--- src/hw/scope_pkg.sv ---
package scope_pkg;

  // ~~~~~~~~~~~~~~~~~~~~~~~~~~~~~~~~~~~~~~~~~~~~~~~~~~~~~~~~~~~~~~~~~~~~~~~~~~
  // ADC samples and plot commands
  // ~~~~~~~~~~~~~~~~~~~~~~~~~~~~~~~~~~~~~~~~~~~~~~~~~~~~~~~~~~~~~~~~~~~~~~~~~~

  localparam int ADC_WIDTH = 10;  // Bits of one X or Y sample.

  // Colour code, one bit per channel.
  localparam int CODE_WIDTH = 3;
  localparam int CODE_RED   = 2;
  localparam int CODE_GRN   = 1;
  localparam int CODE_BLU   = 0;

  localparam logic [CODE_WIDTH-1:0] CODE_EMPTY = '0;  // No point stored here.

  // ~~~~~~~~~~~~~~~~~~~~~~~~~~~~~~~~~~~~~~~~~~~~~~~~~~~~~~~~~~~~~~~~~~~~~~~~~~
  // Frame stamps
  // ~~~~~~~~~~~~~~~~~~~~~~~~~~~~~~~~~~~~~~~~~~~~~~~~~~~~~~~~~~~~~~~~~~~~~~~~~~

  localparam int STAMP_WIDTH = 3;            // Frame counter wraps at 8.
  localparam int AGE_WIDTH   = STAMP_WIDTH;  // Age is a stamp difference.

endpackage

--- src/hw/adc_sampler.sv ---
`timescale 1ns/10ps

module adc_sampler #(
  parameter int FB_X_BITS = 8,
  parameter int FB_Y_BITS = 8
) (
  input  logic                             pixel_clk,
  input  logic                             rst_n,
  input  logic                             adc_strobe,
  input  logic [scope_pkg::ADC_WIDTH-1:0]  adc_x,
  input  logic [scope_pkg::ADC_WIDTH-1:0]  adc_y,
  input  logic                             adc_red,
  input  logic                             adc_grn,
  input  logic                             adc_blu,
  input  logic                             plot_ready,
  output logic                             plot_valid,
  output logic [FB_X_BITS-1:0]             plot_x,
  output logic [FB_Y_BITS-1:0]             plot_y,
  output logic [scope_pkg::CODE_WIDTH-1:0] plot_code,
  output logic                             sample_overrun
);

  import scope_pkg::*;

  localparam int CMD_WIDTH = FB_X_BITS + FB_Y_BITS + CODE_WIDTH;

  logic [CMD_WIDTH-1:0]  queue [2];
  logic [CODE_WIDTH-1:0] code_in;
  logic [CMD_WIDTH-1:0]  cmd_in;
  logic                  wr_ptr;
  logic                  rd_ptr;
  logic [1:0]            count;
  logic                  push;
  logic                  pop;

  always_comb begin
    code_in           = CODE_EMPTY;
    code_in[CODE_RED] = adc_red;
    code_in[CODE_GRN] = adc_grn;
    code_in[CODE_BLU] = adc_blu;
  end

  // Top bits of each axis select the buffer cell.
  assign cmd_in = {adc_x[ADC_WIDTH-1 -: FB_X_BITS], adc_y[ADC_WIDTH-1 -: FB_Y_BITS], code_in};

  assign pop  = plot_valid && plot_ready;
  assign push = adc_strobe && (count != 2'd2 || pop);  // Full with no pop drops the sample.

  always_ff @(posedge pixel_clk) begin
    if (push) begin
      queue[wr_ptr] <= cmd_in;
    end
  end

  always_ff @(posedge pixel_clk) begin
    if (!rst_n) begin
      wr_ptr         <= 1'b0;
      rd_ptr         <= 1'b0;
      count          <= 2'd0;
      sample_overrun <= 1'b0;
    end else begin
      if (push) begin
        wr_ptr <= !wr_ptr;
      end
      if (pop) begin
        rd_ptr <= !rd_ptr;
      end
      count <= count + {1'b0, push} - {1'b0, pop};
      if (adc_strobe && !push) begin
        sample_overrun <= 1'b1;  // Sticky until reset.
      end
    end
  end

  assign plot_valid                    = count != 2'd0;
  assign {plot_x, plot_y, plot_code} = queue[rd_ptr];

  assert property (@(posedge pixel_clk) disable iff (!rst_n)
    plot_valid && !plot_ready |=> plot_valid && $stable({plot_x, plot_y, plot_code}))
    else $error("adc_sampler: plot command changed while stalled");

endmodule

--- config.mk ---
export PLATFORM = sky130hd
export DESIGN_NAME = adc_sampler
export DESIGN_NICKNAME = d
export VERILOG_FILES = /design/src/hw/scope_pkg.sv /design/src/hw/adc_sampler.sv
export SDC_FILE = /design/constraint.sdc
export NUM_CORES = 1
export LEC_CHECK = 0
export ABC_AREA = 1
export BUFFER_PORTS_ARGS = -buffer_cell sky130_fd_sc_hd__buf_4
export CAP_MARGIN = 20
export CORE_MARGIN = 2
export CORE_UTILIZATION = 24
export DETAILED_ROUTE_END_ITERATION = 10
export SYNTH_ARGS = -nofsm -noshare
export SYNTH_HDL_FRONTEND = slang
export SYNTH_SLANG_ARGS = --single-unit
--- constraint.sdc ---
create_clock -name pixel_clk -period 5 [get_ports pixel_clk]
set_clock_uncertainty 0.05 [all_clocks]
set_input_delay 0.25 -clock pixel_clk [delete_from_list [all_inputs] [get_ports pixel_clk]]
set_output_delay 0.25 -clock pixel_clk [all_outputs]
set_load 0.03 [all_outputs]
; ---- Word-level counts from Yosys, hierarchy flattened
; Memories as Yosys holds them, arrays and structs flattened. A register that Yosys moved wholly into a read port is not among the register bits.
; Cells that the tools add are included.
; W data, S select, Z words.
[classes]
reduce_logical = 8
n_addsub = 2
n_mux = 4
eq_ne = 1
[op_table]
columns = op, n
row1 = $mux W1, 4
row2 = $logic_and A1 B1 Y1, 3
row3 = $logic_not A1 Y1, 3
row4 = $add A2 B1 Y2, 1
row5 = $ne A2 B2 Y1 const B, 1
row6 = $reduce_bool A2 Y1, 1
row7 = $sub A2 B1 Y2, 1
row8 = $logic_or A1 B1 Y1, 1
[totals]
mem_bits_rw = 38
reg_bits = 5
out_inout_bits = 21
n_memories = 1
input_bits = 27
[memory_table]
columns = name, depth, word_bits, rd, rd_clocked_by_memory_dff, wr, line
row1 = queue, 2, 19, 1, 1, 1, adc_sampler.sv:27  ; logic [CMD_WIDTH-1:0] queue [2];

; ---- Logic depth before layout (Yosys ltp)
[logic_depth]
word_depth = 6
ltp_mapped = 12
depth_no_buf = 12

; ---- Least setup slack after synthesis
; Ideal clock, no wire load.
[synth_path]
path_kind = register to register
start = register count[0]
end = memory queue[0][0] (netlist bit), enable pin
arrival_ns = 1.360
path_slack_ns = 3.195
setup_ns = 0.395
stages_incl_launch_ff = 5
synth_period_minus_slack_ns = 1.805
path_buffers = 0
path_cell_list = dfxtp_1 > inv_1 > nand3_1 > nand2_1 > nor2_1
[synth_between]
elab_chain_len = 6
word_cells_on_any_way = 7
[synth_lines]
columns = element, line
row1 = from (decl), adc_sampler.sv:32  ; logic [1:0] count;
row2 = from (signal assigned), adc_sampler.sv:68  ; count <= count + {1'b0, push} - {1'b0, pop};
row3 = $reduce_bool A2 Y1, adc_sampler.sv:75  ; assign plot_valid = count != 2'd0;
row4 = $logic_and A1 B1 Y1, adc_sampler.sv:46  ; assign pop = plot_valid && plot_ready;
row5 = $logic_or A1 B1 Y1 (*), adc_sampler.sv:47  ; assign push = adc_strobe && (count != 2'd2 || pop);
row6 = $logic_and A1 B1 Y1 (*), adc_sampler.sv:47
row7 = $mux W1 (*), adc_sampler.sv:50  ; if (push) begin
row8 = $mux W1 (implied by the code) (*), adc_sampler.sv:51  ; queue[wr_ptr] <= cmd_in;
row9 = to (decl), adc_sampler.sv:27
; Mark *: on every way between the ends. The rest lies on a longest branch, timed or not.

==> impl_metrics.ini <==
[run_status]
status = finished, final reports clean

[global_route]
grt_pass1_wl_mm = 4.326
grt_max_degree = 20
grt_pass1_vias = 904
antenna_found_initial = 0
grt.overflow.total = 0
grt_usage_pct = 7.709

[detailed_routing]
route.antenna.remaining_nets = 0
post_drt_via_cell_ratio = 3.800
drtIter0Drc = 26
dr.pass1.iters = 4
drcViolationCount = 0
wl_per_cell_um = 11.83
vias = 931
finalWirelength_mm = 2.898

[clock_tree]
cts_resized = 0
cts_num_sinks = 44
cts_buffers = 5
cts-root-buf = clkbuf_8
cts_tree = yes
clk_latency_ns = 0.29
cts_hold_buf = 0
clk_pin_slew_ns = 0.08
cts_buffer_depth = 2
postCtsSetupBuffers = 0
htreeDepth = 2

[finish]
n_antenna_cell = 0
final_nets = 178
stdcell_area_um2 = 2261
multiInputGateArea_um2 = 375.4
drive_gt1_share_pct = 47.65
fillers = 690
layout.cells.non_filler = 245
area_delta_synth_final_pct = 32.48
seq_area_um2 = 1261

[place]
dpl.hpwl_mm = 2.004
dp_cells = 237
io_buffers = 43
place_area_um2 = 2121
gp_congestion = 0.7495

[critical_path]
endpoint_kind = output pin
crit_type = reg2out
cp_slowest_stage_delay_ns = 1.02
crit_family = flip-flops
cp_data_arrival_time_ns = 1.91
cp_data_required_time_ns = 4.70
crit_path_top_delay_cell = dfxtp_1
critPathBufInv = 1
cp-start-kind = flop
crit_chain = mux2_2, buf_4
critPathMaxFanout = 19

[synthesis]
avgSynthCellArea_um2 = 17.07
synth.distinct_cells = 15
ys_seq_area_share_pct = 73.90
syn-cell-area_um2 = 1707
syn_inst = 100
synth_nets = 129
ys_warn_count = 0
synth-seq-cells = 44

[pwr]
p_leak_uw = 0.0008958
pwr-share-comb_pct = 29.0
p_per_area_nw_per_um2 = 494.5
p_seq_share_pct = 43.3
switching_share_pct = 29.13
ir_drop_uv = 137.0
p_clk_share_pct = 27.7
power_uw = 1118
switching_power_uw = 325.7
internal_power_uw = 792.3

[timing]
post-route-period-util_pct = 44.23
grt_setup_unrepaired = no
setup_viol = 0
timing.final.hold_violations = 0
slew_viol_final = 0
slew_headroom_pct = 29.78
worst_slew_pin_slew_ns = 1.052
clock.fmax_ghz = 0.4522
layout_min_cycle_time_ns = 2.211
finalSetupTns_ns = 0

[floorplanning]
ios = 48
rows = 30
die_y_um = 88.33
start_util_pct = 24.98
die_area_um2 = 7801
dieWidth_um = 88.33
coreArea_um2 = 6832

[job]
drv_cap = 0

[worst_hold_path]
hold_path_class = in2reg
[cells in the final DEF, fill, tap and decap left out, drive strengths merged]
master,netlist,final
buf,2,44
dfxtp,6,6
nand2,8,8
a21boi,1,1
nor2,6,6
nand4,1,1
ha,2,2
edfxtp,38,38
nand3,3,3
a21oi,2,2
mux2,19,19
clkbuf,0,5
bufinv,0,2
inv,11,11
o21ai,1,1
[layer usage]
layer | track usage, % | vias up | wire, um
met3 | 3.172 | 6 | 211
met5 | 0 | - | 0
li1 | - | 454 | -
met4 | 3.719 | 0 | 56
met2 | 12.92 | 32 | 1426
met1 | 8.491 | 439 | 1203
[synth_stat cells]
master	number	area [um2]
mux2_4	10	150.1
mux2_2	9	101.4
nand4_1	1	6.260
o21ai_0	1	5.000
ha_1	2	25.02
inv_1	11	41.29
a21oi_1	2	10.01
nor2_1	6	22.52
buf_12	1	20.02
edfxtp_1	38	1141
a21boi_0	1	7.510
nand3_1	3	15.01
buf_6	1	11.26
nand2_1	8	30.03
dfxtp_1	6	120.1
[path summary, 6_finish.rpt]
check,depth (start not counted),endpoint,start,slack (ns)
min,1,queue[1][4],adc_y[3],0.09
max,2,plot_y[1],flop,2.79
max reg2reg,4,queue[1][18],count[0],3.35
min reg2reg,2,sample_overrun,sample_overrun,0.42
[through the flow]
step                worst slack, ns  hold WS, ns  util [%]
floorplan                     3.195       0.2935         -
global placement              3.030       0.3857     31.04
detailed placement            3.039       0.3887     31.04
CTS                           2.711      0.07863     32.93
global route                  2.656      0.06662     33.10
finish                        2.789      0.09122     33.10
[worst register-to-register path: cells and delay by family, from the launching register on]
kind,cells,cell delay (ns)
buffers and inverters,2,0.67
DFF,1,0.34
and+or+nand+nor,2,0.20
[power by group through the flow]
stage               logic (uW)  registers (uW)  clock network (uW)
floorplan                  251             470                   0
global placement           324             493                   0
detailed placement         326             495                   0
CTS                        327             487                 319
global route               351             491                 338
finish                     324             484                 309
[layout make-up]
cell class | count | share of cell area [%]
clock buffers | 5 | 3.044
clock inverters | 2 | 2.656
inverters | 11 | 1.826
multi-input cells | 43 | 16.60
flip-flops and latches | 44 | 55.78
well taps | 96 | 5.313
repair buffers | 44 | 14.78
[sequential cells by signal (all words and copies together), names as in the netlist, named ones only]
name and flops:
wr_ptr 1, queue 38, rd_ptr 1, sample_overrun 1, count 2
[cells by family after synthesis]
logic type,count (synthesis),share of synthesized area [%]
AO/OA/AOI/OAI,4,1.320
multiplexers,19,14.74
flip-flops,44,73.90
adder cells (fa/ha/maj),2,1.466
AND/OR/NAND/NOR,18,4.325
buffers and inverters,13,4.252
Note: power is estimated with default switching activity, not from simulation.
