==> src/hw/video_pkg.sv <==
package video_pkg;

  // ~~~~~~~~~~~~~~~~~~~~~~~~~~~~~~~~~~~~~~~~~~~~~~~~~~~~~~~~~~~~~~~~~~~~~~~~~~
  // VGA channel format
  // ~~~~~~~~~~~~~~~~~~~~~~~~~~~~~~~~~~~~~~~~~~~~~~~~~~~~~~~~~~~~~~~~~~~~~~~~~~

  localparam int COLOR_WIDTH = 4;  // Bits per channel on the resistor DAC.

  // Full intensity; every frame of age shifts this right by one.
  localparam int MAX_LEVEL = (1 << COLOR_WIDTH) - 1;

  typedef logic [COLOR_WIDTH-1:0] level_t;  // One channel level.

endpackage

==> src/hw/scope_pkg.sv <==
package scope_pkg;

  // ~~~~~~~~~~~~~~~~~~~~~~~~~~~~~~~~~~~~~~~~~~~~~~~~~~~~~~~~~~~~~~~~~~~~~~~~~~
  // ADC samples and plot commands
  // ~~~~~~~~~~~~~~~~~~~~~~~~~~~~~~~~~~~~~~~~~~~~~~~~~~~~~~~~~~~~~~~~~~~~~~~~~~

  localparam int ADC_WIDTH = 10;  // Bits of one X or Y sample.

  // Colour code, one bit per channel.
  localparam int CODE_WIDTH = 3;
  localparam int CODE_RED   = 2;
  localparam int CODE_GRN   = 1;
  localparam int CODE_BLU   = 0;

  localparam logic [CODE_WIDTH-1:0] CODE_EMPTY = '0;  // No point stored here.

  // ~~~~~~~~~~~~~~~~~~~~~~~~~~~~~~~~~~~~~~~~~~~~~~~~~~~~~~~~~~~~~~~~~~~~~~~~~~
  // Frame stamps
  // ~~~~~~~~~~~~~~~~~~~~~~~~~~~~~~~~~~~~~~~~~~~~~~~~~~~~~~~~~~~~~~~~~~~~~~~~~~

  localparam int STAMP_WIDTH = 3;            // Frame counter wraps at 8.
  localparam int AGE_WIDTH   = STAMP_WIDTH;  // Age is a stamp difference.

endpackage

==> src/hw/scanout.sv <==
`timescale 1ns/10ps

module scanout #(
  parameter int PERSIST = 3
) (
  input  logic                              pixel_clk,
  input  logic                              rst_n,
  input  logic [scope_pkg::CODE_WIDTH-1:0]  scan_code,
  input  logic [scope_pkg::AGE_WIDTH-1:0]   scan_age,
  input  logic                              active,
  input  logic                              hsync,
  input  logic                              vsync,
  output logic [video_pkg::COLOR_WIDTH-1:0] vga_red,
  output logic [video_pkg::COLOR_WIDTH-1:0] vga_grn,
  output logic [video_pkg::COLOR_WIDTH-1:0] vga_blu,
  output logic                              vga_hsync,
  output logic                              vga_vsync
);

  import scope_pkg::*;
  import video_pkg::*;

  logic   active_q;
  logic   hsync_q;
  logic   vsync_q;
  level_t level;

  assign level = level_t'(MAX_LEVEL >> scan_age);  // 15, 7, 3, 1 as the point ages.

  always_ff @(posedge pixel_clk) begin
    if (!rst_n) begin
      active_q  <= 1'b0;
      hsync_q   <= 1'b1;
      vsync_q   <= 1'b1;
      vga_red   <= '0;
      vga_grn   <= '0;
      vga_blu   <= '0;
      vga_hsync <= 1'b1;
      vga_vsync <= 1'b1;
    end else begin
      active_q  <= active;  // Matches the buffer read latency.
      hsync_q   <= hsync;
      vsync_q   <= vsync;
      vga_hsync <= hsync_q;
      vga_vsync <= vsync_q;
      vga_red   <= (active_q && scan_code[CODE_RED]) ? level : '0;
      vga_grn   <= (active_q && scan_code[CODE_GRN]) ? level : '0;
      vga_blu   <= (active_q && scan_code[CODE_BLU]) ? level : '0;
    end
  end

  // The buffer must hide expired points before they reach the DAC.
  assert property (@(posedge pixel_clk) disable iff (!rst_n)
    scan_code != CODE_EMPTY |-> scan_age < AGE_WIDTH'(PERSIST))
    else $error("scanout: expired point delivered by the frame buffer");

endmodule

==> config.mk <==
export PLATFORM = sky130hd
export DESIGN_NAME = scanout
export DESIGN_NICKNAME = d
export VERILOG_FILES = /design/src/hw/video_pkg.sv /design/src/hw/scope_pkg.sv /design/src/hw/scanout.sv
export SDC_FILE = /design/constraint.sdc
export NUM_CORES = 1
export LEC_CHECK = 0
export BUFFER_PORTS_ARGS = -buffer_cell sky130_fd_sc_hd__buf_2
export CORE_AREA = 2 2 39 41
export DETAILED_ROUTE_END_ITERATION = 16
export DIE_AREA = 0 0 41 43
export HOLD_SLACK_MARGIN = 0.06
export PLACE_DENSITY = 0.71
export RECOVER_POWER = 50
export SETUP_SLACK_MARGIN = 0.5
export SYNTH_ARGS = -nofsm -noshare
export SYNTH_HDL_FRONTEND = slang
export SYNTH_SLANG_ARGS = --single-unit
==> constraint.sdc <==
create_clock -name pixel_clk -period 1.5 [get_ports pixel_clk]
set_clock_uncertainty 0.05 [all_clocks]
set_input_delay 0.075 -clock pixel_clk [delete_from_list [all_inputs] [get_ports pixel_clk]]
set_output_delay 0.075 -clock pixel_clk [all_outputs]
set_load 0.02 [all_outputs]
Word-level counts from Yosys, hierarchy flattened. Cells that the tools add are included.

Shifts and indexed selects: 1. Reductions and logical operators: 6.

Operators with widths (number): $reduce_and A2 Y1 (3); $shr A4 B3 Y4 const A (1); $logic_and A1 B1 Y1 (3).

Register bits after elaboration: 17. Input bits: 11. Output and inout bits: 14. Logic and storage cells: 15.

Longest topological paths before layout. Gate-level depths: netlist of the first run.

Word-level depth: 2. Gate-level depth with buffers: 2. Depth with buffers taken out: 2.

Worst setup path after synthesis of the first run. No wires, ideal clock.

Path kind: register -> register. Start point: register active_q. End point: register vga_blu[3] (netlist name). Setup time: 116 ps. Data arrival time: 612 ps. Data required time: 1334 ps. Slack: 721 ps. Cell stages (with the launch flop): 3. Buffers on the path: 0. Period minus slack after synthesis: 779 ps. Cells stage by stage: dfxtp_1 and2_1 and3_2.

Cells in the longest elaborated chain, start to end: 2.

Ends and longest elaborated chain: start, declared (line scanout.sv:23) `logic active_q;`; start signal, assigned (line scanout.sv:41) `active_q <= active;`; $logic_and A1 B1 Y1 (line scanout.sv:48) `vga_blu <= (active_q && scan_code[CODE_BLU]) ? level : '0;`; $reduce_and A2 Y1 (no line); end signal, assigned (line scanout.sv:48); end, declared (line scanout.sv:15) `output logic [video_pkg::COLOR_WIDTH-1:0] vga_blu,`.

Every way passes these cells. A chain may end at the register's enable or synchronous reset.

Final worst setup path of the first run.
Start point: input rst_n. End point: register vsync_q.

RTL lines: start, declared (line scanout.sv:7) `input logic rst_n,`; end signal, assigned (line scanout.sv:43) `vsync_q <= vsync;`; end, declared (line scanout.sv:25) `logic vsync_q;`.

No word-level cell between the ends.

==> flow_summary.yaml, run 1 <==
outcome:
  status: "completed"
logic_synthesis:
  synthesis.area_um2: 485.5
  synth_xor_area_share_pct: 0
  ys_warn_count: 0
  yosysTopAreaCellShare_pct: 70.10
  yosysSeqAreaShare_pct: 70.10
  synthAdderAreaFrac_pct: 0
  synth_nets: 51
  synthSimpleGateAreaFrac_pct: 29.90
  syn-instance-count: 40
  synth_top_family_by_area: "simple AND/OR/NAND/NOR gates"
  synth_cell_types: 12
  synth.area.mux_share_pct: 0
  avgSynthCellArea_um2: 12.14
  synth_area_leaders: "dfxtp_1 70%, or2b_1 6.2%, and2_1 5.2%"
  synth-seq-cells: 17
  synth_compound_area_share_pct: 0
  yosys.area.top_type: "dfxtp_1"
clock_network:
  cts_hold_buffers: 9
  clk_pin_slew_worst_paths_ns: 0.08
  cts_buffer_depth: 2
  postCtsSetupBuffers: 0
  insertion_delay_ns: 0.27
  htreeDepth: 1
  cts_tree: "done"
  clockRootBuffer: "clkbuf_4"
  clock_sinks: 17
  cts_resized: 0
  cts_made_buffers: 3
hold_path:
  hp-class: "in2reg"
  hold_depth: 3
  min_delay_worst_endpoint: "vga_red[3]$_SDFF_PN0_"
  hp-start: "scan_age[0]"
timing:
  worst_slack_ns: 0.5223
  slew-limit-headroom_pct: 80.21
  slew_viol_final: 0
  min_period_ns: 0.9777
  fin_crit_sh_pct: 65.18
  fmax_ghz: 1.023
  tightest_slew_ns: 0.2946
  hold_violations: 0
  setup_tns_ns: 0
  rsz0062_at_grt: "false"
  setup_viol: 0
cells_and_area:
  syn_to_final_growth_pct: 53.87
  layout_common_cells: "20 x buf_2, 17 x dfxtp_1, 10 x dlygate4sd3_1"
  diodes: 0
  fin_nets: 90
  drive_above_1_share_pct: 32.05
  final_common_cell: "buf_2"
drt:
  num_vias: 430
  routed_via_density: 4.574
  ant_nets: 0
  wirelength_um: 972
  drc: 0
  wl_per_cell_um: 10.34
  drt_iter0_drc: 1
  drtPass1Iterations: 2
placement:
  dp_slack_ns: 0.6794
  routabilityCongestion: 0.6986
  io_buffers: 24
global_route:
  grt_pass1_wl_mm: 1.538
  grt_max_degree: 10
  grt_pass1_vias: 404
  overflow: 0
  track_usage_pct: 13.16
  grt_antenna_before_repair: 0
job:
  drv_cap: 0
floorplan:
  dieHeight_um: 43
  dieArea_um2: 1763
  start_util_pct: 35.08
  coreArea_um2: 1384
  pin_count: 25
  die_w_um: 41
  rows: 14
power_and_ir_drop:
  power.total_w: 0.0007536
  p_leak_nw: 0.3741
  p_per_area_nw_per_um2: 1009
  vdd_drop_max_mv: 0.4813
critical_path:
  cp.arrival_ns: 1.10
  critPathMaxStageDelay_ns: 0.63
  regToRegStartpoint: "active_q$_SDFF_PN0_"
  reg2reg_slack_ns: 0.66
  reg2regPathDepth: 2
  worstSetupEndpointType: "flip-flop"
  slowest_stage: "dlygate4sd3_1"
  crit_required_ns: 1.62
  critPathKind: "in2reg"
  crit_fanout: 5
  crit_family: "buffers and inverters"
  crit_buf_inv: 2
  start_kind: "input port"
  worstPathCellList: "clkbuf_1 > dlygate4sd3_1 > or2b_1"
  reg2reg_to: "vga_blu[3]$_SDFF_PN0_"
==> metal layers <==
metal	share of wire [%]	vias to the layer above	track usage (%)
li1	-	210	-
met1	37	196	12.87
met2	52	18	20.63
met3	7.3	6	4.188
met4	3.5	0	11.33
met5	0	-	0
==> sequential cells by signal, summed over array words and instances (netlist names) <==
signal     cells
vga_grn        4
vsync_q        1
active_q       1
hsync_q        1
vga_vsync      1
vga_red        4
vga_blu        4
vga_hsync      1
==> cell usage after synthesis <==
| library cell | count |
|---|---|
| and3_1 | 4 |
| and2b_1 | 1 |
| dfxtp_1 | 17 |
| and2_1 | 4 |
| and3_2 | 2 |
| nor3b_1 | 1 |
| or2b_1 | 4 |
| nand2_1 | 1 |
| nand3_1 | 1 |
| nor3_1 | 2 |
| and3b_1 | 1 |
| nor2_1 | 2 |
==> stage by stage <==
| stage | utilization [%] | cell area [µm²] | cells | hold WS (ns) |
|---|---|---|---|---|
| detailed placement | 45.21 | 625.6 | 80 | 0.2051 |
| floorplan | - | 485.5 | 40 | 0.09738 |
| CTS | 53.62 | 742.0 | 93 | 0.06025 |
| global route | 53.98 | 747.0 | 94 | 0.08459 |
| global placement | 45.21 | 625.6 | 80 | 0.2020 |
| finish | 53.98 | 747.0 | 94 | 0.08998 |
==> worst reg2reg max path, delay by kind of cell (launching register included) <==
| kind | cells | cell delay (ns) |
|---|---|---|
| DFF | 1 | 0.32 |
| and+or+nand+nor | 2 | 0.36 |
==> how the worst max path moves through the flow <==
stage / startpoint / to / slack (ns) / depth (start not counted)
global route: rst_n / vga_hsync$_SDFF_PN1_ / 0.47 / 3
finish: rst_n / vsync_q$_SDFF_PN1_ / 0.52 / 3
floorplan: active_q$_SDFF_PN0_ / vga_blu[3]$_SDFF_PN0_ / 0.72 / 2
detailed placement: scan_age[2] / vga_blu[3]$_SDFF_PN0_ / 0.68 / 3
global placement: active_q$_SDFF_PN0_ / vga_grn[1]$_SDFF_PN0_ / 0.69 / 2
CTS: rst_n / vga_vsync$_SDFF_PN1_ / 0.58 / 3
==> report_power, final <==
group / switching [W] / leakage (nW) / internal, W
registers: 0.00000279 / 0.138 / 0.000461
clock network: 0.000120 / 0.0150 / 0.000103
logic: 0.0000291 / 0.221 / 0.0000374
==> cells by family (layout without fill, tap and decap cells) <==
family                 after synthesis  in the layout
buffers and inverters                0             38
DFF                                 17             17
and+or+nand+nor                     23             23
==> area by class of cell <==
cell class              instances  area (µm²)
multi-input cells              23       145.1
flip-flops and latches         17       340.3
repair buffers                 34       215.2
clock buffers                   4       26.28
fillers                       140       636.9
well taps                      16       20.02
Power figures use the tool's default switching activity.
==> run 2: changes to the inputs <==
--- a/config.mk
+++ b/config.mk
@@ -5,6 +5,7 @@
 export SDC_FILE = /design/constraint.sdc
 export NUM_CORES = 1
 export LEC_CHECK = 0
+export ABC_AREA = 1
 export BUFFER_PORTS_ARGS = -buffer_cell sky130_fd_sc_hd__buf_2
 export CORE_AREA = 2 2 39 41
 export DETAILED_ROUTE_END_ITERATION = 16
==> constraint.sdc (replaced) <==
create_clock -name pixel_clk -period 1 [get_ports pixel_clk]
set_clock_uncertainty 0.05 [all_clocks]
set_input_delay 0.05 -clock pixel_clk [delete_from_list [all_inputs] [get_ports pixel_clk]]
set_output_delay 0.05 -clock pixel_clk [all_outputs]
set_load 0.02 [all_outputs]
==> run 2 against run 1 <==
- the flow now finishes with violations (negative hold slack)
- sequential cell count stayed put
- combinational power is 43% higher
- synthesized cell count is 25% higher
- non-clock buffer count is 10 lower
- power is 52% higher
- wire length is 6.4% lower
- setup slack worse by 0.38 ns
- largest cell class unchanged
- highest routed layer unchanged
==> flow_summary.yaml, run 2 <==
job:
  drv_cap: 0
power_and_ir_drop:
  p_per_area_nw_per_um2: 1455
  p_leak_nw: 0.3641
  vdd_drop_max_mv: 0.6283
drt:
  drc: 0
  routed_via_density: 4.054
  ant_nets: 0
  wl_per_cell_um: 9.785
  wirelength_um: 910
  drt_iter0_drc: 3
  num_vias: 377
  drtPass1Iterations: 2
placement:
  routabilityCongestion: 0.6764
  io_buffers: 24
  place_hpwl_um: 648.4
critical_path:
  crit_family: "flip-flops"
  crit_buf_inv: 0
  slowest_stage: "dfxtp_1"
  start_kind: "flip-flop"
  worstSetupEndpointType: "flip-flop"
  critPathKind: "reg2reg"
  crit_fanout: 4
  worstPathCellList: "nand3_4 > nor2_1"
  critPathMaxStageDelay_ns: 0.48
  cp.arrival_ns: 1.02
  crit_required_ns: 1.17
cells_and_area:
  nFillCells: 126
  syn_to_final_growth_pct: 60.46
  fin_nets: 89
  diodes: 0
  drive_above_1_share_pct: 67.53
  top_regs: "vga_blu: 4 flops, vga_grn: 4 flops, vga_red: 4 flops"
  layout_common_cells: "14 x buf_6, 14 x dfxtp_2, 9 x buf_2"
global_route:
  grt_pass1_wl_mm: 1.545
  grt_pass1_vias: 404
  grt_antenna_before_repair: 0
  grt_max_degree: 10
  overflow: 0
  track_usage_pct: 13.84
logic_synthesis:
  synth_xor_area_share_pct: 0
  yosys_most_used_dff: "dfxtp_1"
  synthTopCellsByCount: "17 x dfxtp_1, 13 x nor2_1, 9 x nand2_1, 5 x inv_1, 3 x nand3_2"
  avgSynthCellArea_um2: 9.809
  synth_cell_types: 7
  syn-instance-count: 50
  synthAdderAreaFrac_pct: 0
  yosysSeqAreaShare_pct: 69.39
  synth.area.mux_share_pct: 0
  yosys.area.top_type: "dfxtp_1"
  synth_nets: 61
  synth-seq-cells: 17
  synth.most_common_cell: "dfxtp_1"
  synth_edf_count: 0
  synthesis.area_um2: 490.5
  yosysTopAreaCellShare_pct: 69.39
  synth_area_leaders: "dfxtp_1 69%, nor2_1 9.9%, nand2_1 6.9%"
  synth_compound_area_share_pct: 0
  async_reset_ff_share_pct: 0
  synth_top_family_by_area: "simple AND/OR/NAND/NOR gates"
  ys_warn_count: 0
  synthSimpleGateAreaFrac_pct: 22.96
floorplan:
  dieHeight_um: 43
  dieArea_um2: 1763
  start_util_pct: 35.44
  coreArea_um2: 1384
  rows: 14
  die_w_um: 41
  pin_count: 25
clock_network:
  clock_sinks: 17
  clockRootBuffer: "clkbuf_4"
  cts_tree: "done"
  cts_made_buffers: 3
  postCtsSetupBuffers: 0
  htreeDepth: 1
  insertion_delay_ns: 0.28
  cts_buffer_depth: 2
  clk_pin_slew_worst_paths_ns: 0.09
timing:
  fin_crit_sh_pct: 85.54
  slew-limit-headroom_pct: 62.83
  slew_viol_final: 0
  setup_viol: 0
  hold_ws_ns: -0.1116
  fmax_ghz: 1.169
  setup_tns_ns: 0
  tightest_slew_ns: 0.5576
  rsz0062_at_grt: "true"
  min_period_ns: 0.8554
  hold_violations: 11
outcome:
  status: "finished with violations"
  violations: "negative hold slack"
hold_path:
  hp-class: "in2reg"
## run 2: cell count changes after synthesis, sizes merged, moves of 2 or more
cell | previous run | this run
nor2 | 2 | 13
inv | 0 | 7
and3 | 6 | 0
nand2 | 1 | 9
nor3 | 2 | 0
or2b | 4 | 0
and2 | 4 | 0
nand3 | 1 | 3
## run 2: kinds of logic (layout without fill, tap and decap cells)
group,Yosys count,after routing
simple gates,25,25
flops,17,17
buf+inv,8,35
## run 2: what timing repair did
item	CTS	global route
endpoints found under the hold margin	17	17
setup endpoints to repair	28	28
resized for setup	48	7
pin swaps	4	2
## run 2: stage by stage
| step | total power, W | worst slack (ns) | cells | utilization [%] | instance area [µm²] |
|---|---|---|---|---|---|
| global placement | 0.0007864 | 0.3224 | 89 | 44.85 | 620.6 |
| CTS | 0.001150 | 0.1646 | 93 | 56.51 | 782.0 |
| global route | 0.001212 | 0.08154 | 93 | 56.87 | 787.0 |
| finish | 0.001145 | 0.1446 | 93 | 56.87 | 787.0 |
| floorplan | 0.0007552 | 0.3819 | 50 | - | 491.7 |
| detailed placement | 0.0007883 | 0.2927 | 89 | 44.85 | 620.6 |
## run 2: power by group
part	switching (W)	internal [W]	total, W
registers	0.00000982	0.000693	0.000703
clock network	0.000192	0.000155	0.000347
logic	0.0000538	0.0000412	0.0000950
total	0.000256	0.000889	0.00114
## run 2: path summary, 6_finish.rpt
check                           slack [ns]               endpoint  cells after the start                 from
worst max-delay path                  0.14  vga_grn[2]$_SDFF_PN0_                      2  active_q$_SDFF_PN0_
worst min-delay path                 -0.11     hsync_q$_SDFF_PN1_                      3                hsync
worst max register to register        0.14  vga_grn[2]$_SDFF_PN0_                      2  active_q$_SDFF_PN0_
worst min register to register        0.36   vga_vsync$_SDFF_PN1_                      2   vsync_q$_SDFF_PN1_
## run 2: cell type report
cell class / count / area, µm² / share of cell area [%]
Clock buffer: 4 / 26.28 / 3.339
Inverter: 7 / 26.28 / 3.339
Multi-Input combinational cell: 25 / 150.1 / 19.08
Sequential cell: 17 / 357.8 / 45.47
Tap cell: 16 / 20.02 / 2.544
Timing Repair Buffer: 24 / 206.4 / 26.23
## run 2: worst min-delay path: cells and delay by family
kind / cells / cell delay, ns
and+or+nand+nor: 1 / 0.04
buffers and inverters: 2 / 0.10
## run 2: metal layers
layer,part of all wire [%],up-vias,track usage (%)
met5,0,-,0
met4,1.5,0,12.00
met3,5.7,2,4.712
met2,54,15,21.88
met1,39,159,13.11
li1,-,201,-
