===== config.mk =====
export PLATFORM = sky130hd
export DESIGN_NAME = raster_timing
export DESIGN_NICKNAME = d
export VERILOG_FILES = /design/src/hw/scope_pkg.sv /design/src/hw/raster_timing.sv
export SDC_FILE = /design/constraint.sdc
export NUM_CORES = 1
export LEC_CHECK = 0
export BUFFER_PORTS_ARGS = -buffer_cell sky130_fd_sc_hd__buf_2
export CAP_MARGIN = 25
export CORE_ASPECT_RATIO = 1.1
export CORE_MARGIN = 2
export CORE_UTILIZATION = 41
export CTS_CLUSTER_SIZE = 30
export DETAILED_ROUTE_END_ITERATION = 6
export RECOVER_POWER = 25
export SYNTH_ARGS = -nofsm -noshare
export SYNTH_HDL_FRONTEND = slang
export SYNTH_SLANG_ARGS = --single-unit

===== constraint.sdc =====
create_clock -name pixel_clk -period 2.8 [get_ports pixel_clk]
set_input_delay 0.14 -clock pixel_clk [delete_from_list [all_inputs] [get_ports pixel_clk]]
set_output_delay 0.14 -clock pixel_clk [all_outputs]
set_load 0.005 [all_outputs]

===== src/hw/scope_pkg.sv =====
package scope_pkg;

  // ~~~~~~~~~~~~~~~~~~~~~~~~~~~~~~~~~~~~~~~~~~~~~~~~~~~~~~~~~~~~~~~~~~~~~~~~~~
  // ADC samples and plot commands
  // ~~~~~~~~~~~~~~~~~~~~~~~~~~~~~~~~~~~~~~~~~~~~~~~~~~~~~~~~~~~~~~~~~~~~~~~~~~

  localparam int ADC_WIDTH = 10;  // Bits of one X or Y sample.

  // Colour code, one bit per channel.
  localparam int CODE_WIDTH = 3;
  localparam int CODE_RED   = 2;
  localparam int CODE_GRN   = 1;
  localparam int CODE_BLU   = 0;

  localparam logic [CODE_WIDTH-1:0] CODE_EMPTY = '0;  // No point stored here.

  // ~~~~~~~~~~~~~~~~~~~~~~~~~~~~~~~~~~~~~~~~~~~~~~~~~~~~~~~~~~~~~~~~~~~~~~~~~~
  // Frame stamps
  // ~~~~~~~~~~~~~~~~~~~~~~~~~~~~~~~~~~~~~~~~~~~~~~~~~~~~~~~~~~~~~~~~~~~~~~~~~~

  localparam int STAMP_WIDTH = 3;            // Frame counter wraps at 8.
  localparam int AGE_WIDTH   = STAMP_WIDTH;  // Age is a stamp difference.

endpackage


===== src/hw/raster_timing.sv =====
`timescale 1ns/10ps

module raster_timing #(
  parameter int FB_X_BITS = 8,
  parameter int FB_Y_BITS = 8,
  parameter int H_ACTIVE  = 640,
  parameter int H_FRONT   = 16,
  parameter int H_SYNC    = 96,
  parameter int H_BACK    = 48,
  parameter int V_ACTIVE  = 480,
  parameter int V_FRONT   = 10,
  parameter int V_SYNC    = 2,
  parameter int V_BACK    = 33
) (
  input  logic                              pixel_clk,
  input  logic                              rst_n,
  output logic                              hsync,
  output logic                              vsync,
  output logic                              active,
  output logic                              in_fb,
  output logic [FB_X_BITS-1:0]              fb_x,
  output logic [FB_Y_BITS-1:0]              fb_y,
  output logic [scope_pkg::STAMP_WIDTH-1:0] frame_count
);

  localparam int H_TOTAL = H_ACTIVE + H_FRONT + H_SYNC + H_BACK;
  localparam int V_TOTAL = V_ACTIVE + V_FRONT + V_SYNC + V_BACK;
  localparam int H_BITS  = $clog2(H_TOTAL);
  localparam int V_BITS  = $clog2(V_TOTAL);
  localparam int FB_W    = 1 << FB_X_BITS;
  localparam int FB_H    = 1 << FB_Y_BITS;

  logic [H_BITS-1:0] h_cnt;
  logic [V_BITS-1:0] v_cnt;
  logic              line_end;
  logic              frame_end;

  assign line_end  = h_cnt == H_BITS'(H_TOTAL - 1);
  assign frame_end = line_end && v_cnt == V_BITS'(V_TOTAL - 1);

  always_ff @(posedge pixel_clk) begin
    if (!rst_n) begin
      h_cnt       <= '0;
      v_cnt       <= '0;
      frame_count <= '0;
    end else begin
      h_cnt <= line_end ? '0 : h_cnt + 1'b1;
      if (line_end) begin
        v_cnt <= frame_end ? '0 : v_cnt + 1'b1;
      end
      if (frame_end) begin
        frame_count <= frame_count + 1'b1;  // New stamp from the first pixel on.
      end
    end
  end

  assign active = h_cnt < H_ACTIVE && v_cnt < V_ACTIVE;
  assign in_fb  = h_cnt < FB_W && v_cnt < FB_H;
  assign hsync  = !(h_cnt >= H_ACTIVE + H_FRONT && h_cnt < H_ACTIVE + H_FRONT + H_SYNC);
  assign vsync  = !(v_cnt >= V_ACTIVE + V_FRONT && v_cnt < V_ACTIVE + V_FRONT + V_SYNC);
  assign fb_x   = FB_X_BITS'(h_cnt);
  assign fb_y   = FB_Y_BITS'(v_cnt);

  assert property (@(posedge pixel_clk) disable iff (!rst_n) in_fb |-> active)
    else $error("raster_timing: frame buffer reaches outside the active area");

endmodule


[After elaboration in Yosys (flattened, before gate mapping)]
Index checks and enable logic that the tools add are counted.
Storage, ports and cells
  bits in registers: 23
  bits in latches: 0
  RAM bits: 0
  ROM bits: 0
  input port bits: 2
  output and inout port bits: 23
  logic and storage cells: 26
  memories: 0
Operators by class
  $add $sub $neg: 3
  multipliers: 0
  divide/modulo/power cells: 0
  magnitude comparators: 8
  equality and inequality tests: 2
  shifts and indexed selects: 0
  multiplexer cells: 1
  bitwise gates (word level): 1
  reductions and logical operators: 8
Operator list (count)
  10-bit by 9-bit < comparator with 1-bit output (second input constant): 4
  10-bit by 1-bit adder with 10-bit output (second input constant): 2
  10-bit equality test (second input constant): 2
  10-bit < comparator (second input constant): 2
  10-bit greater-or-equal comparator (second input constant): 1
  10-bit by 9-bit greater-or-equal comparator with 1-bit output (second input constant): 1
  10-bit 2-to-1 mux: 1
  1-bit logical AND: 5
  3-bit by 1-bit adder with 3-bit output (second input constant): 1
  1-bit logical NOT: 2
  2-bit OR reduction: 1
  1-bit NOT: 1

[Depth between registers and ports, before layout]
Gate-level depths: netlist of the first run.
  word-level depth: 3
  mapped depth: 6
  gate-level depth less buffers: 6

[Worst setup path after synthesis of the first run]
OpenSTA, ideal clock, no wires.
  path type: register to register
  start: register h_cnt[0]
  end: register frame_count[2] (netlist name)
  library setup time: 0.070 ns
  data arrival time: 2.000 ns
  required time: 2.730 ns
  slack: 0.730 ns
  cell stages (with the launch flop): 7
  path buffers: 1
  clock period less this slack: 2.070 ns
  path through: dfxtp_1 ha_1 nand4_1 or3_1 buf_6 or4_1 a21oi_1
Between the ends
  cells in the longest elaborated chain, start to end: 2
Ends and longest elaborated chain
  start, declared: line raster_timing.sv:33  | logic [H_BITS-1:0] h_cnt;
  start signal, assigned: line raster_timing.sv:47  | h_cnt <= line_end ? '0 : h_cnt + 1'b1;
  10-bit equality test: line raster_timing.sv:38  | assign line_end = h_cnt == H_BITS'(H_TOTAL - 1);
  1-bit logical AND: line raster_timing.sv:39  | assign frame_end = line_end && v_cnt == V_BITS'(V_TOTAL - 1);
  end signal, assigned: line raster_timing.sv:52  | frame_count <= frame_count + 1'b1;
  end, declared: line raster_timing.sv:23  | output logic [scope_pkg::STAMP_WIDTH-1:0] frame_count
Every way passes these cells.
A chain may end at the register's enable or synchronous reset.

[Worst setup path in the final report of the first run]
  start: register h_cnt[5]
  end: register frame_count[2] (netlist name)
Same word-level chain as after synthesis.

==> reports/results.tsv, run 1 <==
stage	metric	value	unit
run_status	status	completed	
layout	layout cells sized above 1	15.4	%
worst_setup_path	worst-case reg-to-reg path depth	4	
worst_setup_path	CP required	3.05	ns
timing	final worst slack	0.640	ns
clock_network	Max clock buf depth	2	
logic_synthesis	largest family of logic cells by synthesized area	simple AND/OR/NAND/NOR gates	
worst_setup_path	reg2reg start	h_cnt[5]	
floorplan	FP Rows	21	
timing	Final min period	2.16	ns
detailed_routing	Via Count	1047	
detailed_routing	Vias/cell	5.34	
global_route	vias in the first global route	931	
layout	Layout area overhead	3.76	%
timing	Min Hold Slack	0.136	ns
floorplan	die height	62.3	um
worst_setup_path	CP Max Fanout	10	
worst_setup_path	CP Launch Type	register	
layout	Final Non-Filler Cells	196	
detailed_routing	number of remaining DRC errors	0	
power	overall power	0.503	mW
floorplan	die span in x	57.0	um
logic_synthesis	Synth Area in Adders	4.95	%
layout	ant diodes	0	
logic_synthesis	top cells by count, synth	23 x dfxtp_1, 23 x nor2_1, 16 x buf_4, 13 x xnor2_1, 10 x inv_1	
logic_synthesis	Synth warnings	0	
clock_network	Clock Sinks	23	
clock_network	Reg clk slew, reported paths	0.12	ns
min_path	Worst Hold Class	in2reg	
logic_synthesis	Synth Instances	153	
clock_network	cts hold-fix bufs	0	
power	Cell Pwr Density	383	nW/um^2
logic_synthesis	sequential-to-total area share from yosys stat	36.4	%
logic_synthesis	Synth top area share	36.4	%
detailed_routing	antenna-violating nets left	0	
logic_synthesis	leading area contributor after synthesis	dfxtp_1	
worst_setup_path	FF-to-FF End	frame_count[2]	
global_route	met2 Use GR	21.6	%
logic_synthesis	Post-synth top flop	dfxtp_1	
clock_network	Post-CTS Setup Bufs	0	
placement	Port-buffer cells	24	
floorplan	Ports	25	
floorplan	initial cell density of the core	42.2	%
worst_setup_path	Crit Path Category	reg2reg	
logic_synthesis	Synth Area in XOR/XNOR	9.69	%
logic_synthesis	Synth area leaders	dfxtp_1 36%, buf_4 9.5%, xnor2_1 9.0%	
power	Static Leakage	0.482	nW
timing	Final Max Tran Viols	0	
floorplan	area of the core	3000	um^2
detailed_routing	first-pass detailed-route iteration total	4	
timing	Max-slew headroom	58.9	%
detailed_routing	Iter 0 DRT Violations	35	
power	Worst VDD drop	269	uV
layout	fin util	43.8	%
layout	final instance area	1310	um^2
detailed_routing	total routed wirelength	2.42	mm
logic_synthesis	Mapped Avg Cell Area	8.27	um^2
timing	final setup vio count	0	
timing	fmax	463	MHz
min_path	Hold Path Cell Cnt	3	
placement	hpwl dp	1.84	mm
min_path	Hold Crit Endpoint	frame_count[1]	
clock_network	clk root buf	clkbuf_4	
clock_network	# H-tree levels	1	
placement	RD Place Congestion	0.866	
min_path	hold path startpoint	rst_n	
worst_setup_path	crit path DAT	2.41	ns
clock_network	CTS tree	yes	
logic_synthesis	mux share of post-synthesis cell area	0.791	%
timing	RSZ-0062 raised after global routing	no	
clock_network	post-CTS sizing	0	
logic_synthesis	EDFF count, synth	0	
logic_synthesis	mapped cell area	1260	um^2
global_route	largest net degree at the start of global routing	13	
timing	Fin. Hold Viols	0	
placement	DP Area	1290	um^2
clock_network	Worst-Skew Late Latency	0.30	ns
worst_setup_path	reg2reg setup slack	0.64	ns
timing	Fin Setup TNS	0	ns
clock_network	total CTS buffers	3	
global_route	GR Overflow Total	0	
global_route	initial antenna violation count	0	
logic_synthesis	Distinct cells, synth	29	
timing	period utilization	77.1	%
logic_synthesis	Compound-Gate Fraction of Synth Area	4.35	%
floorplan	die area	3550	um^2
global_route	GRT Total Usage	14.0	%
logic_synthesis	share of flip-flops with an asynchronous set or reset	0	%
timing	Clock Skews	0.00756	ns
layout	number of nets in the layout	170	
job	# Max-Cap Violations	0	
placement	Cells after DPL	192	
global_route	met3 Use GR	2.71	%
global_route	layer with the highest usage	met2	
placement	Place WS	0.673	ns
logic_synthesis	post-synthesis net count	160	
logic_synthesis	register bit total from synthesis	23	
global_route	first-pass GRT wire length	4.07	mm
global_route	GR met1 Demand/Resource	18.8	%
detailed_routing	WL/cell	12.4	um
logic_synthesis	simple-gate share of the synthesized area	29.5	%
worst_setup_path	CP endpoint kind	register	
timing	Worst Max-Slew Pin Slew	0.611	ns
-- critical path: stages (launching register included) --
cell and delay, ns:
dfxtp_1 0.40, or3_1 0.50, or3_1 0.55, or4_1 0.51
a21oi_1 0.15
-- layout by cell type, fill, tap and decap left out, drive strengths merged, types with 3 or more instances in the layout --
master / instances
and3: 3
or3: 3
o21ai: 3
inv: 10
nor4: 10
nand3: 7
and4: 3
buf: 21
dfxtp: 23
nand4: 6
xnor2: 13
nand2: 6
a21oi: 5
clkbuf: 8
ha: 5
nor2: 23
nor3: 5
-- flip-flops by register name, indices dropped and copies added, names as in the netlist --
| name | cells |
|---|---|
| frame_count | 3 |
| h_cnt | 10 |
| v_cnt | 10 |
-- power breakdown --
part | internal, mW | switching (mW) | total (mW) | leakage [nW]
Combinational | 0.00677 | 0.0103 | 0.0171 | 0.282
Clock | 0.0555 | 0.0944 | 0.150 | 0.0150
Sequential | 0.331 | 0.00493 | 0.336 | 0.186
Total | 0.393 | 0.110 | 0.503 | 0.482
-- cells by family after synthesis --
| logic type | after synthesis |
|---|---|
| multiplexers | 1 |
| AND/OR/NAND/NOR | 70 |
| AO/OA/AOI/OAI | 10 |
| flip-flops | 23 |
| XOR/XNOR | 14 |
| buffers and inverters | 30 |
| adder cells (fa/ha/maj) | 5 |
-- per-layer routing --
layer	part of all wire, %	routed length (um)
met2	46	1110
met3	4.7	114
met4	1.4	35
met5	0	0
met1	48	1170
-- area by class of cell --
cell class / count / area (um^2)
Multi-Input combinational cell: 100 / 623
Inverter: 10 / 37.5
Tap cell: 34 / 42.5
Timing Repair Buffer: 25 / 123
Fill cell: 318 / 1680
Sequential cell: 23 / 460
Clock buffer: 4 / 26.3
-- worst max-delay path by stage --
| stage | cells after the start | endpoint | startpoint |
|---|---|---|---|
| floorplan | 6 | frame_count[2] | h_cnt[0] |
| global placement | 4 | frame_count[2] | h_cnt[5] |
| detailed placement | 6 | frame_count[2] | h_cnt[0] |
| CTS | 4 | frame_count[2] | h_cnt[5] |
| global route | 6 | frame_count[2] | h_cnt[0] |
| finish | 4 | frame_count[2] | h_cnt[5] |
Note: power is estimated with default switching activity, not from simulation.
==> run 2: changes to the inputs <==
==> constraint.sdc (replaced) <==
create_clock -name pixel_clk -period 1.74 [get_ports pixel_clk]
set_input_delay 0.087 -clock pixel_clk [delete_from_list [all_inputs] [get_ports pixel_clk]]
set_output_delay 0.087 -clock pixel_clk [all_outputs]
set_load 0.005 [all_outputs]
==> reports/results.tsv, run 2 (synthesis gave the netlist of run 1 again) <==
stage	metric	value	unit	change
timing	RSZ-0062 raised after global routing	yes		
timing	Clock Skews	0.00326	ns	-0.00430 ns
run_status	status	finished, violations left		
floorplan	FP Rows	21		unchanged
clock_network	Reg clk slew, reported paths	0.13	ns	about the same
timing	Final Max Tran Viols	0		unchanged
clock_network	Clock Sinks	23		unchanged
layout	number of nets in the layout	191		+12%
detailed_routing	antenna-violating nets left	0		unchanged
clock_network	clk root buf	clkbuf_4		
floorplan	die area	3550	um^2	unchanged
global_route	first-pass GRT wire length	4.69	mm	+15%
power	Cell Pwr Density	537	nW/um^2	+40%
placement	Cells after DPL	211		+9.9%
worst_setup_path	CP Max Fanout	4		-6
worst_setup_path	reg2reg start	h_cnt[6]		
placement	DP Area	1460	um^2	+13%
layout	fin util	52.0	%	+8.1 points
run_status	failing checks	negative setup slack		
layout	final instance area	1560	um^2	+19%
global_route	vias in the first global route	1080		+16%
floorplan	die height	62.3	um	unchanged
global_route	GRT Total Usage	16.1	%	+2.0 points
min_path	Worst Hold Class	in2reg		
layout	Final Non-Filler Cells	217		+11%
layout	layout cells sized above 1	35.0	%	+20 points
layout	most frequent cells in the layout	24 x buf_2, 22 x nor2_1, 19 x dfxtp_1, 19 x buf_4, 13 x xnor2_1		
worst_setup_path	crit path from	h_cnt[6]		
layout	Layout area overhead	23.0	%	
power	overall power	0.835	mW	+66%
placement	RD Place Congestion	0.817		-5.7%
detailed_routing	WL/cell	13.4	um	+8.5%
placement	Port-buffer cells	24		unchanged
worst_setup_path	CP Launch Type	register		
power	Static Leakage	0.613	nW	+27%
detailed_routing	Via Count	1154		+10%
timing	Worst Max-Slew Pin Slew	0.327	ns	-0.284 ns
detailed_routing	Vias/cell	5.32		-0.45%
floorplan	die span in x	57.0	um	unchanged
clock_network	total CTS buffers	3		unchanged
clock_network	cts hold-fix bufs	0		unchanged
global_route	largest net degree at the start of global routing	13		unchanged
clock_network	# H-tree levels	1		unchanged
floorplan	initial cell density of the core	42.2	%	unchanged
worst_setup_path	CP required	1.99	ns	-1.06 ns
timing	Final min period	1.75	ns	-0.410 ns
detailed_routing	number of remaining DRC errors	0		unchanged
floorplan	Ports	25		unchanged
timing	Max-slew headroom	78.0	%	+19 points
worst_setup_path	CP endpoint kind	register		
layout	ant diodes	0		unchanged
timing	fmax	572	MHz	+23%
placement	hpwl dp	2.06	mm	+12%
worst_setup_path	crit path DAT	2.00	ns	-0.41 ns
layout	commonest non-fill, non-tap cell in the layout	buf_2		
timing	final worst slack	-0.00947	ns	-0.650 ns
detailed_routing	Iter 0 DRT Violations	29		-17%
clock_network	Max clock buf depth	2		unchanged
worst_setup_path	Crit Path Category	reg2reg		
job	# Max-Cap Violations	0		unchanged
power	Worst VDD drop	385	uV	+43%
min_path	hold path startpoint	rst_n		
clock_network	Worst-Skew Late Latency	0.31	ns	about the same
layout	Largest regs	h_cnt x10, v_cnt x10, frame_count x3		
global_route	GR Overflow Total	0		unchanged
timing	Fin. Hold Viols	0		unchanged
clock_network	CTS tree	yes		
timing	final setup vio count	1		+1
detailed_routing	total routed wirelength	2.91	mm	+20%
floorplan	area of the core	3000	um^2	unchanged
detailed_routing	first-pass detailed-route iteration total	4		unchanged
timing	period utilization	101	%	+23 points
global_route	initial antenna violation count	0		unchanged
[run 2: repair_timing]
action,4_1_cts,5_1_grt
pin swaps,1,9
resized for setup,1,14
setup endpoints to repair,2,12
buffers inserted,1,1
[run 2: layout make-up]
| class | instances | area, um^2 |
|---|---|---|
| fill | 298 | 1440 |
| multi-input combinational | 100 | 691 |
| sequential | 23 | 470 |
| timing repair buffer | 46 | 289 |
| tap | 34 | 42.5 |
| inverter | 10 | 37.5 |
| clock buffer | 4 | 26.3 |
[run 2: final timing paths]
check | to | slack (ns) | depth (start not counted)
min reg2reg | frame_count[1] | 0.49 | 2
min | v_cnt[9] | 0.09 | 3
max reg2reg | frame_count[2] | -0.009 | 4
max | frame_count[2] | -0.009 | 4
[run 2: through the flow]
step           hold slack (ns)  setup WS (ns)  setup TNS (ns)
3_3_place_gp             0.401         0.0112               0
5_1_grt                 0.0864        -0.0963          -0.287
4_1_cts                 0.0688        -0.0319         -0.0319
3_5_place_dp             0.417        -0.0173         -0.0173
6_report                0.0899       -0.00947        -0.00947
2_1_floorplan            0.229         -0.221          -0.726
[run 2: where the power goes]
part | internal, mW | switching, mW
clock | 0.0894 | 0.162
sequential | 0.532 | 0.00489
combinational | 0.0212 | 0.0251
total | 0.643 | 0.192
[run 2: worst max-delay path, cell delays in order, from the launching register on]
cell and delay, ns:
dfxtp_2 0.35, or3_4 0.38, or3_4 0.42, or4_4 0.44, a21oi_2 0.12
[run 2: layer usage]
| layer | share of wire (%) | up-vias | GRT usage (%) | wire length [um] |
|---|---|---|---|---|
| li1 | - | 574 | - | - |
| met1 | 41 | 548 | 19.6 | 1210 |
| met2 | 53 | 28 | 27.7 | 1540 |
| met3 | 4.2 | 4 | 2.71 | 123 |
| met4 | 1.4 | 0 | 6.10 | 40 |
| met5 | 0 | - | 0 | 0 |
==> run 3: changes to the inputs <==
--- a/config.mk
+++ b/config.mk
@@ -12,6 +12,7 @@
 export CORE_UTILIZATION = 41
 export CTS_CLUSTER_SIZE = 30
 export DETAILED_ROUTE_END_ITERATION = 6
+export MAX_ROUTING_LAYER = met4
 export RECOVER_POWER = 25
 export SYNTH_ARGS = -nofsm -noshare
 export SYNTH_HDL_FRONTEND = slang
==> reports/results.tsv, run 3 (synthesis gave the netlist of run 1 again) <==
stage	metric	value	unit	change
worst_setup_path	worst path cell trace	or3_4, or3_4, or4_4, a21oi_2		
worst_setup_path	CP Launch Type	register		
clock_network	Clock Sinks	23		unchanged
placement	Place WS	-0.0173	ns	unchanged
job	# Max-Cap Violations	0		unchanged
placement	Port-buffer cells	24		unchanged
layout	Largest regs	h_cnt x10, v_cnt x10, frame_count x3		
run_status	status	finished, violations left		
detailed_routing	Vias/cell	5.28		-0.69%
clock_network	# H-tree levels	1		unchanged
detailed_routing	number of remaining DRC errors	0		unchanged
worst_setup_path	CP required	2.00	ns	about the same
timing	fmax	572	MHz	about the same
timing	Clock Skews	0.00490	ns	+0.00164 ns
detailed_routing	WL/cell	13.4	um	about the same
floorplan	initial cell density of the core	42.2	%	unchanged
global_route	GR Overflow Total	0		unchanged
clock_network	Max clock buf depth	2		unchanged
clock_network	Reg clk slew, reported paths	0.13	ns	about the same
worst_setup_path	crit path DAT	2.00	ns	about the same
detailed_routing	first-pass detailed-route iteration total	4		unchanged
clock_network	CTS tree	yes		
global_route	largest net degree at the start of global routing	13		unchanged
power	Worst VDD drop	381	uV	-1.1%
layout	area of the multi-input gates	691	um^2	unchanged
clock_network	Worst-Skew Late Latency	0.31	ns	about the same
detailed_routing	Iter 0 DRT Violations	41		+41%
run_status	failing checks	negative setup slack		
global_route	initial antenna violation count	0		unchanged
placement	hpwl dp	2.06	mm	unchanged
worst_setup_path	Crit Path Category	reg2reg		
timing	final worst slack	-0.00857	ns	+0.000900 ns
timing	Fin. Hold Viols	0		unchanged
timing	Final min period	1.75	ns	-0.000900 ns
layout	layout cells sized above 1	35.0	%	unchanged
timing	Min Hold Slack	0.0916	ns	+0.00165 ns
global_route	first-pass GRT wire length	4.69	mm	+0.15%
floorplan	die span in x	57.0	um	unchanged
floorplan	area of the core	3000	um^2	unchanged
detailed_routing	Via Count	1146		-0.69%
floorplan	FP Rows	21		unchanged
timing	period utilization	100	%	about the same
layout	area occupied by registers	470	um^2	unchanged
worst_setup_path	Worst Path Buf+Inv	0		unchanged
worst_setup_path	slowest CP cell	or4_4		
floorplan	die area	3550	um^2	unchanged
timing	final setup vio count	1		unchanged
floorplan	Ports	25		unchanged
power	Static Leakage	0.613	nW	unchanged
worst_setup_path	CP endpoint kind	register		
worst_setup_path	cell seen most often among critical-path stages	or3_4		
detailed_routing	antenna-violating nets left	0		unchanged
timing	RSZ-0062 raised after global routing	yes		
worst_setup_path	largest stage delay on the critical path	0.43	ns	about the same
detailed_routing	total routed wirelength	2.91	mm	about the same
worst_setup_path	CP Max Fanout	4		unchanged
layout	ant diodes	0		unchanged
floorplan	die height	62.3	um	unchanged
power	Cell Pwr Density	536	nW/um^2	about the same
layout	fin util	52.0	%	unchanged
layout	number of nets in the layout	191		unchanged
layout	most frequent cells in the layout	24 x buf_2, 22 x nor2_1, 19 x dfxtp_1, 19 x buf_4, 13 x xnor2_1		
layout	Layout area overhead	23.0	%	unchanged
worst_setup_path	CP top delay family	simple AND/OR/NAND/NOR gates		
global_route	vias in the first global route	1077		-0.28%
clock_network	clk root buf	clkbuf_4		
min_path	Worst Hold Class	in2reg		
placement	RD Place Congestion	0.829		+1.5%
timing	Final Max Tran Viols	0		unchanged
timing	Max-slew headroom	78.1	%	+0.13 points
layout	commonest non-fill, non-tap cell in the layout	buf_2		
clock_network	total CTS buffers	3		unchanged
timing	Worst Max-Slew Pin Slew	0.325	ns	-0.00197 ns
clock_network	cts hold-fix bufs	0		unchanged
global_route	GRT Total Usage	16.6	%	+0.49 points
layout	# fillers	298		unchanged
-- run 3: power breakdown --
| part | switching, mW | internal (mW) |
|---|---|---|
| sequential | 0.00489 | 0.532 |
| combinational | 0.0252 | 0.0212 |
| clock | 0.162 | 0.0895 |
| total | 0.192 | 0.643 |
-- run 3: area by class of cell --
type / instances / area share, %
tap: 34 / 2.73
clock buffer: 4 / 1.69
inverter: 10 / 2.41
sequential: 23 / 30.2
timing repair buffer: 46 / 18.6
multi-input combinational: 100 / 44.4
-- run 3: what timing repair did --
action,4_1_cts,5_1_grt
setup buffers,1,1
endpoints found under the setup margin,2,12
gates resized for setup,1,14
pin swaps,1,9
-- run 3: stage by stage --
step	cells	total power [mW]	area (um^2)	TNS, ns
3_3_place_gp	211	0.593	1460	0
6_report	217	0.835	1560	-0.00857
4_1_cts	216	0.845	1500	-0.0319
5_1_grt	217	0.872	1560	-0.287
2_1_floorplan	153	0.577	1290	-0.726
3_5_place_dp	211	0.594	1460	-0.0173
-- run 3: worst register-to-register path, stage by stage (launching register included) --
cell and delay, ns:
dfxtp_2 0.35, or3_4 0.38, or3_4 0.42, or4_4 0.43, a21oi_2 0.12
-- run 3: path summary, 6_finish.rpt --
path              cells past startpoint  slack, ns           start              to
setup / recovery                      4     -0.009        h_cnt[6]  frame_count[2]
hold / removal                        3       0.09           rst_n        v_cnt[9]
setup reg to reg                      4     -0.009        h_cnt[6]  frame_count[2]
hold reg to reg                       2       0.49  frame_count[1]  frame_count[1]
-- run 3: layer usage --
| metal | wire [um] | share of wire [%] | GRT usage, % | vias to the layer above |
|---|---|---|---|---|
| li1 | - | - | - | 573 |
| met1 | 1210 | 42 | 19.8 | 543 |
| met2 | 1550 | 53 | 27.7 | 24 |
| met3 | 98 | 3.4 | 2.71 | 6 |
| met4 | 53 | 1.8 | 6.10 | 0 |
| met5 | 0 | 0 | - | - |
